==> src/hw/lsu_defines.svh <==
/*
 * Sizing macros for the load/store unit and its data memory.
 * Include this header wherever ID, tag or memory widths are needed.
 */

`ifndef LSU_DEFINES_SVH
`define LSU_DEFINES_SVH

// Memory IDs the LSU can have in flight
`define LSU_NUM_OUTSTANDING 4
`define LSU_ID_WIDTH 2

// Core tag width
`define LSU_TAG_WIDTH 5

// Data memory depth in 32-bit words
`define LSU_MEM_WORDS 64

`endif

==> src/hw/lsu_pkg.sv <==
/*
 * Shared types for the load/store subsystem: access size and atomic
 * opcodes, core and memory channel payloads, and the LSU ID-table entry.
 */

`default_nettype none

`include "lsu_defines.svh"

package lsu_pkg;

  typedef enum logic [1:0] {
    SIZE_BYTE = 2'b00,
    SIZE_HALF = 2'b01,
    SIZE_WORD = 2'b10
  } size_e;

  typedef enum logic [3:0] {
    AMO_NONE = 4'h0,
    AMO_SWAP = 4'h1,
    AMO_ADD  = 4'h2,
    AMO_AND  = 4'h3,
    AMO_OR   = 4'h4
  } amo_e;

  // ----------------------------------------
  // Core side
  // ----------------------------------------
  typedef struct packed {
    logic [`LSU_TAG_WIDTH-1:0] tag;
    logic                      write;
    logic                      is_signed;
    logic [31:0]               addr;
    logic [31:0]               data;
    size_e                     size;
    amo_e                      amo;
  } lsu_req_t;

  typedef struct packed {
    logic [31:0]               data;
    logic [`LSU_TAG_WIDTH-1:0] tag;
    logic                      error;
  } lsu_rsp_t;

  // ----------------------------------------
  // Memory side
  // ----------------------------------------
  // Address is always word aligned here
  typedef struct packed {
    logic [31:0]              addr;
    logic                     write;
    amo_e                     amo;
    logic [31:0]              data;
    logic [3:0]               strb;
    logic [`LSU_ID_WIDTH-1:0] id;
  } mem_req_t;

  typedef struct packed {
    logic [31:0]              data;
    logic                     error;
    logic [`LSU_ID_WIDTH-1:0] id;
  } mem_rsp_t;

  // What the LSU needs to finish a request once its ID returns
  typedef struct packed {
    logic                      write;
    logic [`LSU_TAG_WIDTH-1:0] tag;
    logic                      sign_ext;
    logic [1:0]                offset;
    size_e                     size;
  } metadata_t;

endpackage

`default_nettype wire

==> src/hw/lzc.sv <==
/*
 * Priority search for the lowest set bit of a bitmap.
 * The LSU feeds it the free-ID map to pick the next memory ID.
 */

`timescale 1ns/1ns
`default_nettype none

`include "lsu_defines.svh"

module lzc (
  input  wire  [`LSU_NUM_OUTSTANDING-1:0] in_i,
  output logic [`LSU_ID_WIDTH-1:0]        cnt_o,
  output logic                            empty_o
);

  // Walk from the top down so the lowest set bit wins
  always_comb begin
    cnt_o   = '0;
    empty_o = 1'b1;
    for (int i = `LSU_NUM_OUTSTANDING - 1; i >= 0; i--) begin
      if (in_i[i]) begin
        cnt_o   = `LSU_ID_WIDTH'(i);
        empty_o = 1'b0;
      end
    end
  end

endmodule

`default_nettype wire

==> src/hw/lsu.sv <==
/*
 * Load/store unit between a core and an out-of-order data memory.
 * Requests get a memory ID from a small table; the table entry is used
 * to shift and extend the load data when that ID comes back.
 */

`timescale 1ns/1ns
`default_nettype none

`include "lsu_defines.svh"

module lsu (
  input  wire                  clk_i,
  input  wire                  rst_i,
  // Core request
  input  wire lsu_pkg::lsu_req_t lsu_req_i,
  input  wire                  lsu_qvalid_i,
  output logic                 lsu_qready_o,
  // Core response
  output lsu_pkg::lsu_rsp_t    lsu_rsp_o,
  output logic                 lsu_pvalid_o,
  input  wire                  lsu_pready_i,
  // Memory request
  output lsu_pkg::mem_req_t    mem_req_o,
  output logic                 mem_qvalid_o,
  input  wire                  mem_qready_i,
  // Memory response
  input  wire lsu_pkg::mem_rsp_t mem_rsp_i,
  input  wire                  mem_pvalid_i,
  output logic                 mem_pready_o
);

  import lsu_pkg::*;

  // ----------------------------------------
  // Signals
  // ----------------------------------------
  logic [`LSU_NUM_OUTSTANDING-1:0] id_free_q;
  metadata_t                       metadata_q [`LSU_NUM_OUTSTANDING];
  metadata_t                       req_meta;
  metadata_t                       rsp_meta;

  logic [`LSU_ID_WIDTH-1:0] free_id;
  logic [`LSU_ID_WIDTH-1:0] push_id;
  logic [`LSU_ID_WIDTH-1:0] held_id_q;
  logic                     hold_q;
  logic                     id_full;
  logic                     push;
  logic                     pop;

  logic [3:0]  strb;
  logic [5:0]  store_shamt;
  logic [63:0] store_dbl;
  logic [31:0] shifted_data;
  logic [31:0] ld_result;

  // ----------------------------------------
  // ID table
  // ----------------------------------------
  lzc i_lzc (
    .in_i    ( id_free_q ),
    .cnt_o   ( free_id   ),
    .empty_o ( id_full   )
  );

  // A stalled request keeps the ID it claimed on its first cycle
  assign push_id = hold_q ? held_id_q : free_id;
  assign push    = mem_qvalid_o && !hold_q;
  assign pop     = mem_pvalid_i && mem_pready_o;

  // Atomics answer like loads, so only plain stores count as writes
  assign req_meta = '{
    write:    lsu_req_i.write && (lsu_req_i.amo == AMO_NONE),
    tag:      lsu_req_i.tag,
    sign_ext: lsu_req_i.is_signed,
    offset:   lsu_req_i.addr[1:0],
    size:     lsu_req_i.size
  };

  always_ff @(posedge clk_i or posedge rst_i) begin
    if (rst_i) begin
      id_free_q <= '1;
      hold_q    <= 1'b0;
      held_id_q <= '0;
    end else begin
      if (push) begin
        id_free_q[push_id] <= 1'b0;
      end
      if (pop) begin
        id_free_q[mem_rsp_i.id] <= 1'b1;
      end
      hold_q <= mem_qvalid_o && !mem_qready_i;
      if (mem_qvalid_o && !mem_qready_i) begin
        held_id_q <= push_id;
      end
    end
  end

  always_ff @(posedge clk_i) begin
    if (push) begin
      metadata_q[push_id] <= req_meta;
    end
  end

  // ----------------------------------------
  // Request path
  // ----------------------------------------
  assign mem_qvalid_o = lsu_qvalid_i && (!id_full || hold_q);
  assign lsu_qready_o = mem_qready_i && (!id_full || hold_q);

  // Byte enables from size and offset
  always_comb begin
    unique case (lsu_req_i.size)
      SIZE_BYTE: strb = 4'b0001 << lsu_req_i.addr[1:0];
      SIZE_HALF: strb = 4'b0011 << lsu_req_i.addr[1:0];
      SIZE_WORD: strb = 4'b1111;
      default:   strb = 4'b0000;
    endcase
  end

  // Rotate left by offset bytes so data lands in its byte lanes
  assign store_shamt = 6'd32 - {1'b0, lsu_req_i.addr[1:0], 3'b000};
  assign store_dbl   = {lsu_req_i.data, lsu_req_i.data} >> store_shamt;

  assign mem_req_o = '{
    addr:  {lsu_req_i.addr[31:2], 2'b00},
    write: lsu_req_i.write,
    amo:   lsu_req_i.amo,
    data:  store_dbl[31:0],
    strb:  strb,
    id:    push_id
  };

  // ----------------------------------------
  // Response path
  // ----------------------------------------
  assign rsp_meta     = metadata_q[mem_rsp_i.id];
  assign shifted_data = mem_rsp_i.data >> {rsp_meta.offset, 3'b000};

  always_comb begin
    unique case (rsp_meta.size)
      SIZE_BYTE: ld_result = {{24{shifted_data[7] & rsp_meta.sign_ext}}, shifted_data[7:0]};
      SIZE_HALF: ld_result = {{16{shifted_data[15] & rsp_meta.sign_ext}}, shifted_data[15:0]};
      default:   ld_result = shifted_data;
    endcase
  end

  assign lsu_rsp_o = '{
    data:  ld_result,
    tag:   rsp_meta.tag,
    error: mem_rsp_i.error
  };

  // Stores retire here without reaching the core
  assign lsu_pvalid_o = mem_pvalid_i && !rsp_meta.write;
  assign mem_pready_o = lsu_pready_i || rsp_meta.write;

  // ----------------------------------------
  // Assertions
  // ----------------------------------------
  a_push_id_free : assert property (
    @(posedge clk_i) disable iff (rst_i) push |-> id_free_q[push_id])
    else $error("LSU pushed an ID that is still taken");

  a_rsp_id_taken : assert property (
    @(posedge clk_i) disable iff (rst_i) pop |-> !id_free_q[mem_rsp_i.id])
    else $error("Memory answered with an ID that is not outstanding");

endmodule

`default_nettype wire

==> config.mk <==
export PLATFORM = sky130hd
export DESIGN_NAME = lsu
export DESIGN_NICKNAME = d
export VERILOG_FILES = /design/src/hw/lsu_pkg.sv /design/src/hw/lzc.sv /design/src/hw/lsu.sv
export VERILOG_INCLUDE_DIRS = /design/src /design/src/hw
export SDC_FILE = /design/constraint.sdc
export NUM_CORES = 1
export LEC_CHECK = 0
export ABC_AREA = 1
export BUFFER_PORTS_ARGS = -buffer_cell sky130_fd_sc_hd__buf_4
export CORE_ASPECT_RATIO = 1.25
export CORE_MARGIN = 5
export CORE_UTILIZATION = 49
export CTS_BUF_LIST = sky130_fd_sc_hd__clkbuf_16
export CTS_CLUSTER_DIAMETER = 60
export DETAILED_ROUTE_END_ITERATION = 10
export GPL_ROUTABILITY_DRIVEN = 1
export PLACE_DENSITY_LB_ADDON = 0.05
export SLEW_MARGIN = 20
export SYNTH_ARGS = -nofsm -noshare
export SYNTH_HDL_FRONTEND = slang
export SYNTH_SLANG_ARGS = --single-unit
export TNS_END_PERCENT = 1
==> constraint.sdc <==
create_clock -name clk_i -period 3.69 [get_ports clk_i]
set_input_delay 0.1845 -clock clk_i [delete_from_list [all_inputs] [get_ports clk_i]]
set_output_delay 0.1845 -clock clk_i [all_outputs]
set_load 0.1 [all_outputs]
Word level (Yosys, flattened, before mapping)
Memory sizes are Yosys's and may differ from the RTL's.
Index checks and enable logic that the tools add are counted.
{ "op_classes": {"add_sub_neg": 1, "n_lt_le_gt_ge": 4, "eq_ne": 3, "shifts": 4, "muxes": 19, "bitwise": 5, "reduce_logical": 18} }
{ "ops": {"columns": ["cell", "n"], "rows": [
  ["$pmux W32 S2", 1],
  ["$shr A64 B6 Y32", 1],
  ["$shr A32 B5 Y32", 1],
  ["$pmux W4 S3", 1],
  ["$mux W2", 5],
  ["$logic_and A1 B1 Y1", 9],
  ["$mux W1", 8],
  ["$mux W4", 2],
  ["$lt A2 B3 Y1 const B", 2],
  ["$sub A6 B5 Y6 const A", 1],
  ["$and A4 B4 Y4", 1],
  ["$demux W1 S2", 2],
  ["$eq A2 B1 Y1 const B", 2],
  ["$ge A2 B1 Y1 const B", 2],
  ["$logic_not A1 Y1", 4],
  ["$logic_not A2 Y1", 2],
  ["$logic_not A4 Y1", 1],
  ["$not A4 Y4", 1],
  ["$or A4 B4 Y4", 1],
  ["$shl A1 B2 Y4 const A", 1],
  ["$shl A2 B2 Y4 const A", 1],
  ["$and A1 B1 Y1", 2],
  ["$eq A2 B2 Y1 const B", 1],
  ["$logic_or A1 B1 Y1", 2]
]} }
{ "word_totals": {"ff_bits": 7, "mem_bits_rw": 44, "input_bits": 118, "output_inout_bits": 117, "mem_count": 1} }
{ "memory_table": {"columns": ["name", "depth", "word_bits", "rd", "rd_clocked_by_memory_dff", "wr", "line", "source"], "rows": [
  ["metadata_q", 4, 11, 1, 0, 1, "lsu.sv:39", "metadata_t metadata_q [`LSU_NUM_OUTSTANDING];"]
]} }

Depth between registers and ports, before layout
Gate-level depths: netlist of run 1.
{ "logic_depth": {"word_depth": 14, "ltp_mapped": 12, "depth_no_buf": 10} }

Modules after synthesis
A second synthesis of run 1 with hierarchy kept.
{ "unflattened": {"hier_cells": 565, "hier_area_um2": 4037.6} }
{ "by_module_without_submodules": {"columns": ["mod", "n_inst", "cells_each", "area_each_um2", "seq_area_each_um2"], "rows": [
  ["lsu", 1, 557, 4002.6, 1501.4],
  ["lzc", 1, 8, 35.0, 0.0]
]} }

Worst setup path after synthesis of run 1
OpenSTA, ideal clock, no wires.
{ "synth_timing": {"path_kind": "input to output", "startpoint": "input lsu_req_i[38] in the netlist's numbering", "endpoint": "output mem_req_o[4] in the netlist's numbering", "arrival_time_ns": 4.062, "t_required_ns": 3.506, "slack_ns": -0.556, "cell_stages": 3, "path_cell_list": "clkbuf_1 > clkbuf_1 > o311ai_0"} }
{ "synth_lines": {"columns": ["element", "line", "source"], "rows": [
  ["start, declared", "lsu.sv:16", "input wire lsu_pkg::lsu_req_t lsu_req_i,"],
  ["end, declared", "lsu.sv:24", "output lsu_pkg::mem_req_t mem_req_o,"]
]} }

==> results.md, run 1 <==
- Status: finished, final reports clean
- Internal power: between 1 and 1.5 mW
- All-Layer GR Usage: 23.3%
- Width of the die: between 90 and 100 um
- CTS root buffer: clkbuf_16
- Hold Path Stages: 1
- DRT Pass-1 Iters: 5
- Leakage: roughly 2.6 nW
- Final Wtd Congestion: between 0.8 and 0.9
- Final setup fails: 0
- Fmax achieved: between 300 and 400 MHz
- Crit Path Class: primary input to output pin
- Peak supply drop: 0.000303 V
- WL/cell: between 15 and 20 um
- Top cell type's share of synthesized area: 32.2%
- CP max FO: 78
- CORE AREA: ~0.008 mm^2
- Compound-gate portion of the synthesized area: 12.5%
- Clock Sink Count: just over 50
- Place WS: around 0.74 ns
- Power share of the combinational group: 63.5%
- Wirelength, routed: around 12 mm
- Vias in the first global route: between 4,000 and 5,000
- Clock share of power: a little over an eighth
- Htree depth: 2
- Synth Area in Adders: less than 1%
- Slew Limit Headroom: a little under three fifths
- CTS tree: built
- Fin crit share: about four fifths
- Sequential Power Share: a little under a quarter
- Share of layout cells above drive strength 1: ~32%
- Worst Hold Class: primary input to register
- Nets: 804
- Post-synthesis sequential area ratio: between 30 and 40%
- Post-DP HPWL: 9.56 mm
- Vias per cell: approximately 5.4
- Critical Path RT: 3.51 ns
- Initial DRC count: 224
- Synth Cell Area: between 0.004 and 0.005 mm^2
- Total CTS buffers: 5
- Startpoint Class: primary input
- Biggest area consumer among synthesized cells: edfxtp_1
- Synth cell count leaders: 179 x nand2_1, 63 x o21ai_0, 62 x nand3_1, 44 x edfxtp_1, 41 x inv_1
- Top_reg_cell synth: edfxtp_1
- Post-DRT Antenna Nets: 0
- Worst Skew: 0.00640 ns
- Total grt overflow: 0
- Initial antenna violation count: 0
- Yosys warns: 0
- Worst-path clk slew: around 0.070 ns
- Chip Height: ~110 um
- Hold path endpoint: metadata_q[3][7]
- Reg-to-reg critical path startpoint: id_free_q[3]
- RR Endpoint: metadata_q[1][0]
- First-pass GRT wire length: around 20 mm
- Xor/xnor cell area share of the yosys netlist: 0%
- IO Pins: ~240
- ANT cells: 0
- Synth Area in Simple Gates: 33.6%
- Final hold violations: 0
- Power per standard cell area: roughly 650 mW/mm^2
- Row count: 37
- Clk_lat worst skew: 0.29 ns
- Syn-to-layout area delta: 28.3%
- Worst slew pin tran: about 0.67 ns
- Synth top area cells: edfxtp_1 32%, nand2_1 16%, o21ai_0 7.7%
- Synth async-reset ratio: around 14%
- Count leader, synth: nand2_1
- Synth Register Bits: slightly above 50
- Initial core utilization: between 50% and 60%
- Setup ws final: approximately 0.71 ns
- Largest net degree at the start of global routing: 79
- Final std cell area, no fill: about 0.0053 mm^2
- Hold path startpoint: lsu_req_i[74]
- Yosys cell types: 37
- Unrepaired setup endpoints after global routing: false
- Mux share of post-synthesis cell area: 1.95%
- Switching Fraction: between 50 and 60%
- Clock Tree Buf Depth: 2
- Reg-to-reg slack, setup: 1.74 ns
- CP arrival: 2.79 ns
- Total die area: between 0.01 and 0.015 mm^2
- Final Power: between 3 and 4 mW
- Max Cap Viol: 0
- Placed insts: approximately 770
- Pins over their slew limit: 0
- Worst setup EP type: output pin
- Mapped Avg Cell Area: approximately 7.3 um^2
- Finished Layout Cells: ~780
- Cell area after placement: 0.00510 mm^2
- Port Buffer Count: 170
- Setup TNS: 0 ns
- Post-Syn Instances: 564
- Combinational family with the most area after synthesis: simple AND/OR/NAND/NOR gates
- Min Tclk post-route: around 3.0 ns
- Post-synth EDFFs: between 40 and 50
- P_sw: roughly 2.0 mW
- Depth of the most critical reg-to-reg path: 7
- Cts repair resizes: 0
- Number of remaining DRC errors: 0
- Via count: about 4,200
metrics by stage:
stage,hold slack [ns],utilization (%)
6_report,0.0893,64.2
5_1_grt,0.0881,64.2
4_1_cts,0.0839,64.2
3_5_place_dp,0.141,62.3
3_3_place_gp,0.138,62.3
2_1_floorplan,-0.0150,-
power by group through the flow:
| stage | combinational, mW | clock (mW) | sequential (mW) |
|---|---|---|---|
| 2_1_floorplan | 1.88 | 0 | 0.791 |
| 3_3_place_gp | 2.16 | 0 | 0.796 |
| 3_5_place_dp | 2.17 | 0 | 0.800 |
| 4_1_cts | 2.17 | 0.468 | 0.789 |
| 5_1_grt | 2.27 | 0.491 | 0.799 |
| 6_report | 2.17 | 0.460 | 0.787 |
worst max-delay path, stage by stage:
cell,delay (ns)
buf_4,0.48
inv_1,0.15
ha_1,0.58
inv_2,0.27
nor2_1,0.39
buf_4,0.27
nand2_1,0.07
nand3_1,0.10
buf_4,0.29
routing by layer:
| layer | share of wire, % | track usage, % | wire, um |
|---|---|---|---|
| met1 | 39 | 28.3 | 4820 |
| met2 | 48 | 39.5 | 5900 |
| met3 | 9.6 | 6.50 | 1170 |
| met4 | 2.7 | 8.23 | 335 |
| met5 | 0 | 0 | 0 |
area by class of cell:
class | instances | area [um^2]
Tap cell | 97 | 121
Inverter | 48 | 180
Timing Repair Buffer | 175 | 1320
Clock inverter | 3 | 23.8
Multi-Input combinational cell | 404 | 2000
Clock buffer | 5 | 125
Fill cell | 772 | 2930
Sequential cell | 51 | 1500
kinds of logic after synthesis:
family                     after synthesis
DFF                                     51
AOI/OAI and AO/OA                       92
adders and majority gates                1
and+or+nand+nor                        301
buffers and inverters                  110
muxes                                    8
other                                    1
how the worst max path moves through the flow:
stage | startpoint | to | cells past startpoint
2_1_floorplan | id_free_q[3] | metadata_q[3][0] | 6
3_3_place_gp | lsu_req_i[38] | mem_req_o[33] | 9
3_5_place_dp | lsu_req_i[38] | mem_req_o[32] | 9
4_1_cts | lsu_req_i[38] | mem_req_o[32] | 9
5_1_grt | lsu_req_i[38] | mem_req_o[35] | 9
6_report | lsu_req_i[38] | mem_req_o[32] | 9
registers in the layout, summed over array words and instances (netlist names):
name        cells
metadata_q     44
id_free_q       4
held_id_q       2
hold_q          1
cell usage in the layout (no fill, tap or decap), types with 2 or more instances in the layout:
cell type  Yosys  final
a21oi_1        2      2
a22oi_1       11     11
buf_4         39    174
clkbuf_16      0      5
conb_1         1      2
dfrtp_1        3      3
dfstp_2        4      4
edfxtp_1      44     44
inv_1         41     41
inv_2          7      7
mux2i_1        8      8
nand2_1      179    179
nand2_2        5      5
nand2_4        3      3
nand3_1       62     62
nand3_2        3      3
nand3b_1       3      3
nand4_1        2      2
nor2_1        25     24
nor2_2         3      4
nor2_4         6      6
nor3_1         2      2
o211ai_1       2      2
o21ai_0       63     63
o21ai_1        2      2
o22ai_1        8      8
o31ai_1        2      2
or2_2          4      4
repair_timing:
item / in CTS / in global routing
endpoints found under the hold margin: 3 / 0
buffers inserted: 0 / 0
hold buffers: 1 / 0
Power figures use the tool's default switching activity.
==> inputs of run 2 (changes only) <==
- ABC_AREA: 1 -> 0
- CORE_UTILIZATION: 49 -> 39
- clock period: 3.69 -> 2.7 ns (I/O delays scaled with it)
==> results.md, run 2 <==
- Synth async-reset ratio: between 10 and 15%
- Clock Tree Buf Depth: 2
- Yosys cell types: 38
- Pins over their slew limit: 0
- Synth top area cells: edfxtp_1 36%, mux2i_1 15%, mux4_2 8.6%
- ANT cells: 0
- Wirelength, routed: between 9 and 10 mm
- Status: finished, final reports clean
- Initial DRC count: about 110
- Max reg flops: 44
- Total grt overflow: 0
- All-Layer GR Usage: between 10% and 20%
- Fmax achieved: between 300 and 400 MHz
- Top cell type's share of synthesized area: 36.0%
- Power per standard cell area: between 700 and 800 mW/mm^2
- Post-DP HPWL: about 8.0 mm
- CP max stage delay: between 0.6 and 0.7 ns
- Biggest area consumer among synthesized cells: edfxtp_1
- Layout fillers: between 800 and 900
- Slew Limit Headroom: about 55%
- Top_reg_cell synth: edfxtp_1
- Worst Hold Class: primary input to register
- Unrepaired setup endpoints after global routing: false
- Initial antenna violation count: 0
- Mapped Avg Cell Area: ~11 um^2
- Top flop regs: metadata_q (44), id_free_q (4), held_id_q (2)
- Finished Core Util: around 55%
- Synth Register Bits: 51
- Most common cell after layout, fill and taps aside: buf_4
- Max Cap Viol: 0
- Peak supply drop: between 0.0003 and 0.0004 V
- Share of layout cells above drive strength 1: between 50% and 60%
- CTS root buffer: clkbuf_16
- Total die area: ~0.011 mm^2
- Crit-path cells: mux4_2 -> nor2b_1 -> a2bb2oi_2 -> a2bb2oi_2 -> buf_4 -> o21ai_2 -> buf_4
- Largest net degree at the start of global routing: 37
- Delay-heaviest family, CP: multiplexers
- Count leader, synth: mux2i_1
- Fin crit share: between 90 and 100%
- Synth cell count leaders: 54 x mux2i_1, 44 x edfxtp_1, 38 x buf_4, 22 x nand2_1, 19 x a21oi_1
- Worst Path Buf+Inv: 2
- IO Pins: ~240
- Clk_lat worst skew: just under 0.3 ns
- CP arrival: between 2 and 2.5 ns
- CTS tree: built
- Final Wtd Congestion: slightly below 0.8
- WL/cell: about 17 um
- Total CTS buffers: 5
- Syn-to-layout area delta: 38.8%
- DRT Pass-1 Iters: 4
- Port Buffer Count: 170
- Vias per cell: approximately 5.3
- Startpoint Class: register
- Worst slew pin tran: 0.680 ns
- Worst-path clk slew: around 0.06 ns
- Crit Path Class: register to output pin
- Crit path max-delay cell type: mux4_2
- Worst setup EP type: output pin
- Clock Sink Count: 51
- Worst Skew: 0.00890 ns
- Synth Cell Area: roughly 0.0037 mm^2
- Final hold violations: 0
- Post-DRT Antenna Nets: 0
- First-pass GRT wire length: 16.2 mm
- Min Tclk post-route: 2.58 ns
- Chip Height: 118 um
- Hold_ws: just over 0.04 ns
- Width of the die: just under 100 um
- Row count: 39
- Post-synth EDFFs: 44
- Leakage: between 2 and 2.5 nW
- CORE AREA: between 0.009 and 0.01 mm^2
- Via count: 3,138
- Nets: 587
- Htree depth: 2
- CP max FO: 16
- Post-CTS setup buffers: 0
- Initial core utilization: about two fifths
- Vias in the first global route: 3,299
- Final setup fails: 0
- Critical Path RT: about 2.6 ns
- Most frequent cells in the layout: 184 x buf_4, 44 x edfxtp_1, 41 x mux2i_1
- Yosys warns: 0
- Number of remaining DRC errors: 0
- Post-synthesis sequential area ratio: between 40% and 50%
- Post-Syn Instances: ~340
- Largest reg by FF count: metadata_q
run 2: cell types whose count changed in the layout (fill, tap and decap cells not counted), moves of 9 or more:
cell     previous run  this run
o21ai_0            63         3
mux2i_2             0        12
mux2i_1             8        41
nor2b_1             0        11
mux4_2              0        14
o22ai_1             8        17
o21ai_2             0        16
buf_4             174       184
nand2_1           179        22
nand3_1            62         1
inv_1              41         9
a21oi_1             2        19
run 2: timing repair:
action,in CTS,in global routing
gates resized for setup,0,1
hold endpoints to repair,3,0
setup endpoints to repair,0,1
hold buffers,1,0
run 2: per-layer routing:
metal / GRT usage [%] / vias to the layer above / wire, um
met1: 19.2 / 1493 / 3970
met3: 7.60 / 16 / 994
li1: - / 1477 / -
met4: 4.39 / 0 / 136
met2: 28.7 / 152 / 4850
met5: 0 / - / 0
run 2: where the power goes:
part	internal [mW]	leakage, nW	switching, mW
clock network	0.343	0.0716	0.271
registers	0.945	0.481	0.0304
logic	0.536	1.68	1.68
run 2: per-stage QoR:
| step | TNS [ns] | instance area (um^2) | worst slack [ns] | total power, mW | std cells |
|---|---|---|---|---|---|
| floorplan | -20.20 | 3790 | -0.517 | 2.95 | 336 |
| global placement | 0 | 4930 | 0.339 | 3.21 | 583 |
| detailed placement | 0 | 4930 | 0.299 | 3.23 | 583 |
| CTS | 0 | 5090 | 0.0942 | 3.84 | 592 |
| global route | 0 | 5090 | 0.00282 | 3.95 | 592 |
| finish | 0 | 5090 | 0.116 | 3.81 | 592 |
run 2: worst reg2reg max path, delay by kind of cell (launching register included):
family	cells	cell delay [ns]
flops	1	0.44
simple gates	3	0.73
buf+inv	1	0.22
run 2: cell type report:
| class | count | area, um^2 | area share (%) |
|---|---|---|---|
| Clock buffer | 5 | 125 | 2.46 |
| Clock inverter | 3 | 20.0 | 0.393 |
| Inverter | 8 | 30.0 | 0.590 |
| Multi-Input combinational cell | 217 | 1870 | 36.7 |
| Sequential cell | 51 | 1500 | 29.5 |
| Tap cell | 123 | 154 | 3.02 |
| Timing Repair Buffer | 185 | 1390 | 27.3 |
run 2: kinds of logic after synthesis:
group	share of synthesized area (%)
AO/OA/AOI/OAI	13.1
multiplexers	25.3
buffers and inverters	11.6
AND/OR/NAND/NOR	8.63
flip-flops	40.9
adder cells (fa/ha/maj)	0.341
other	0.102
run 2: worst paths after layout:
path | from | endpoint | slack, ns | depth (start not counted)
worst max-delay path | metadata_q[3][2] | lsu_rsp_o[26] | 0.12 | 7
worst min-delay path | mem_qready_i | hold_q | 0.04 | 2
worst max register to register | hold_q | metadata_q[3][10] | 1.00 | 4
worst min register to register | id_free_q[3] | id_free_q[3] | 0.48 | 2
max in group asynchronous | rst_i | id_free_q[0] | 2.09 | 3
min in group asynchronous | rst_i | hold_q | 0.34 | 3
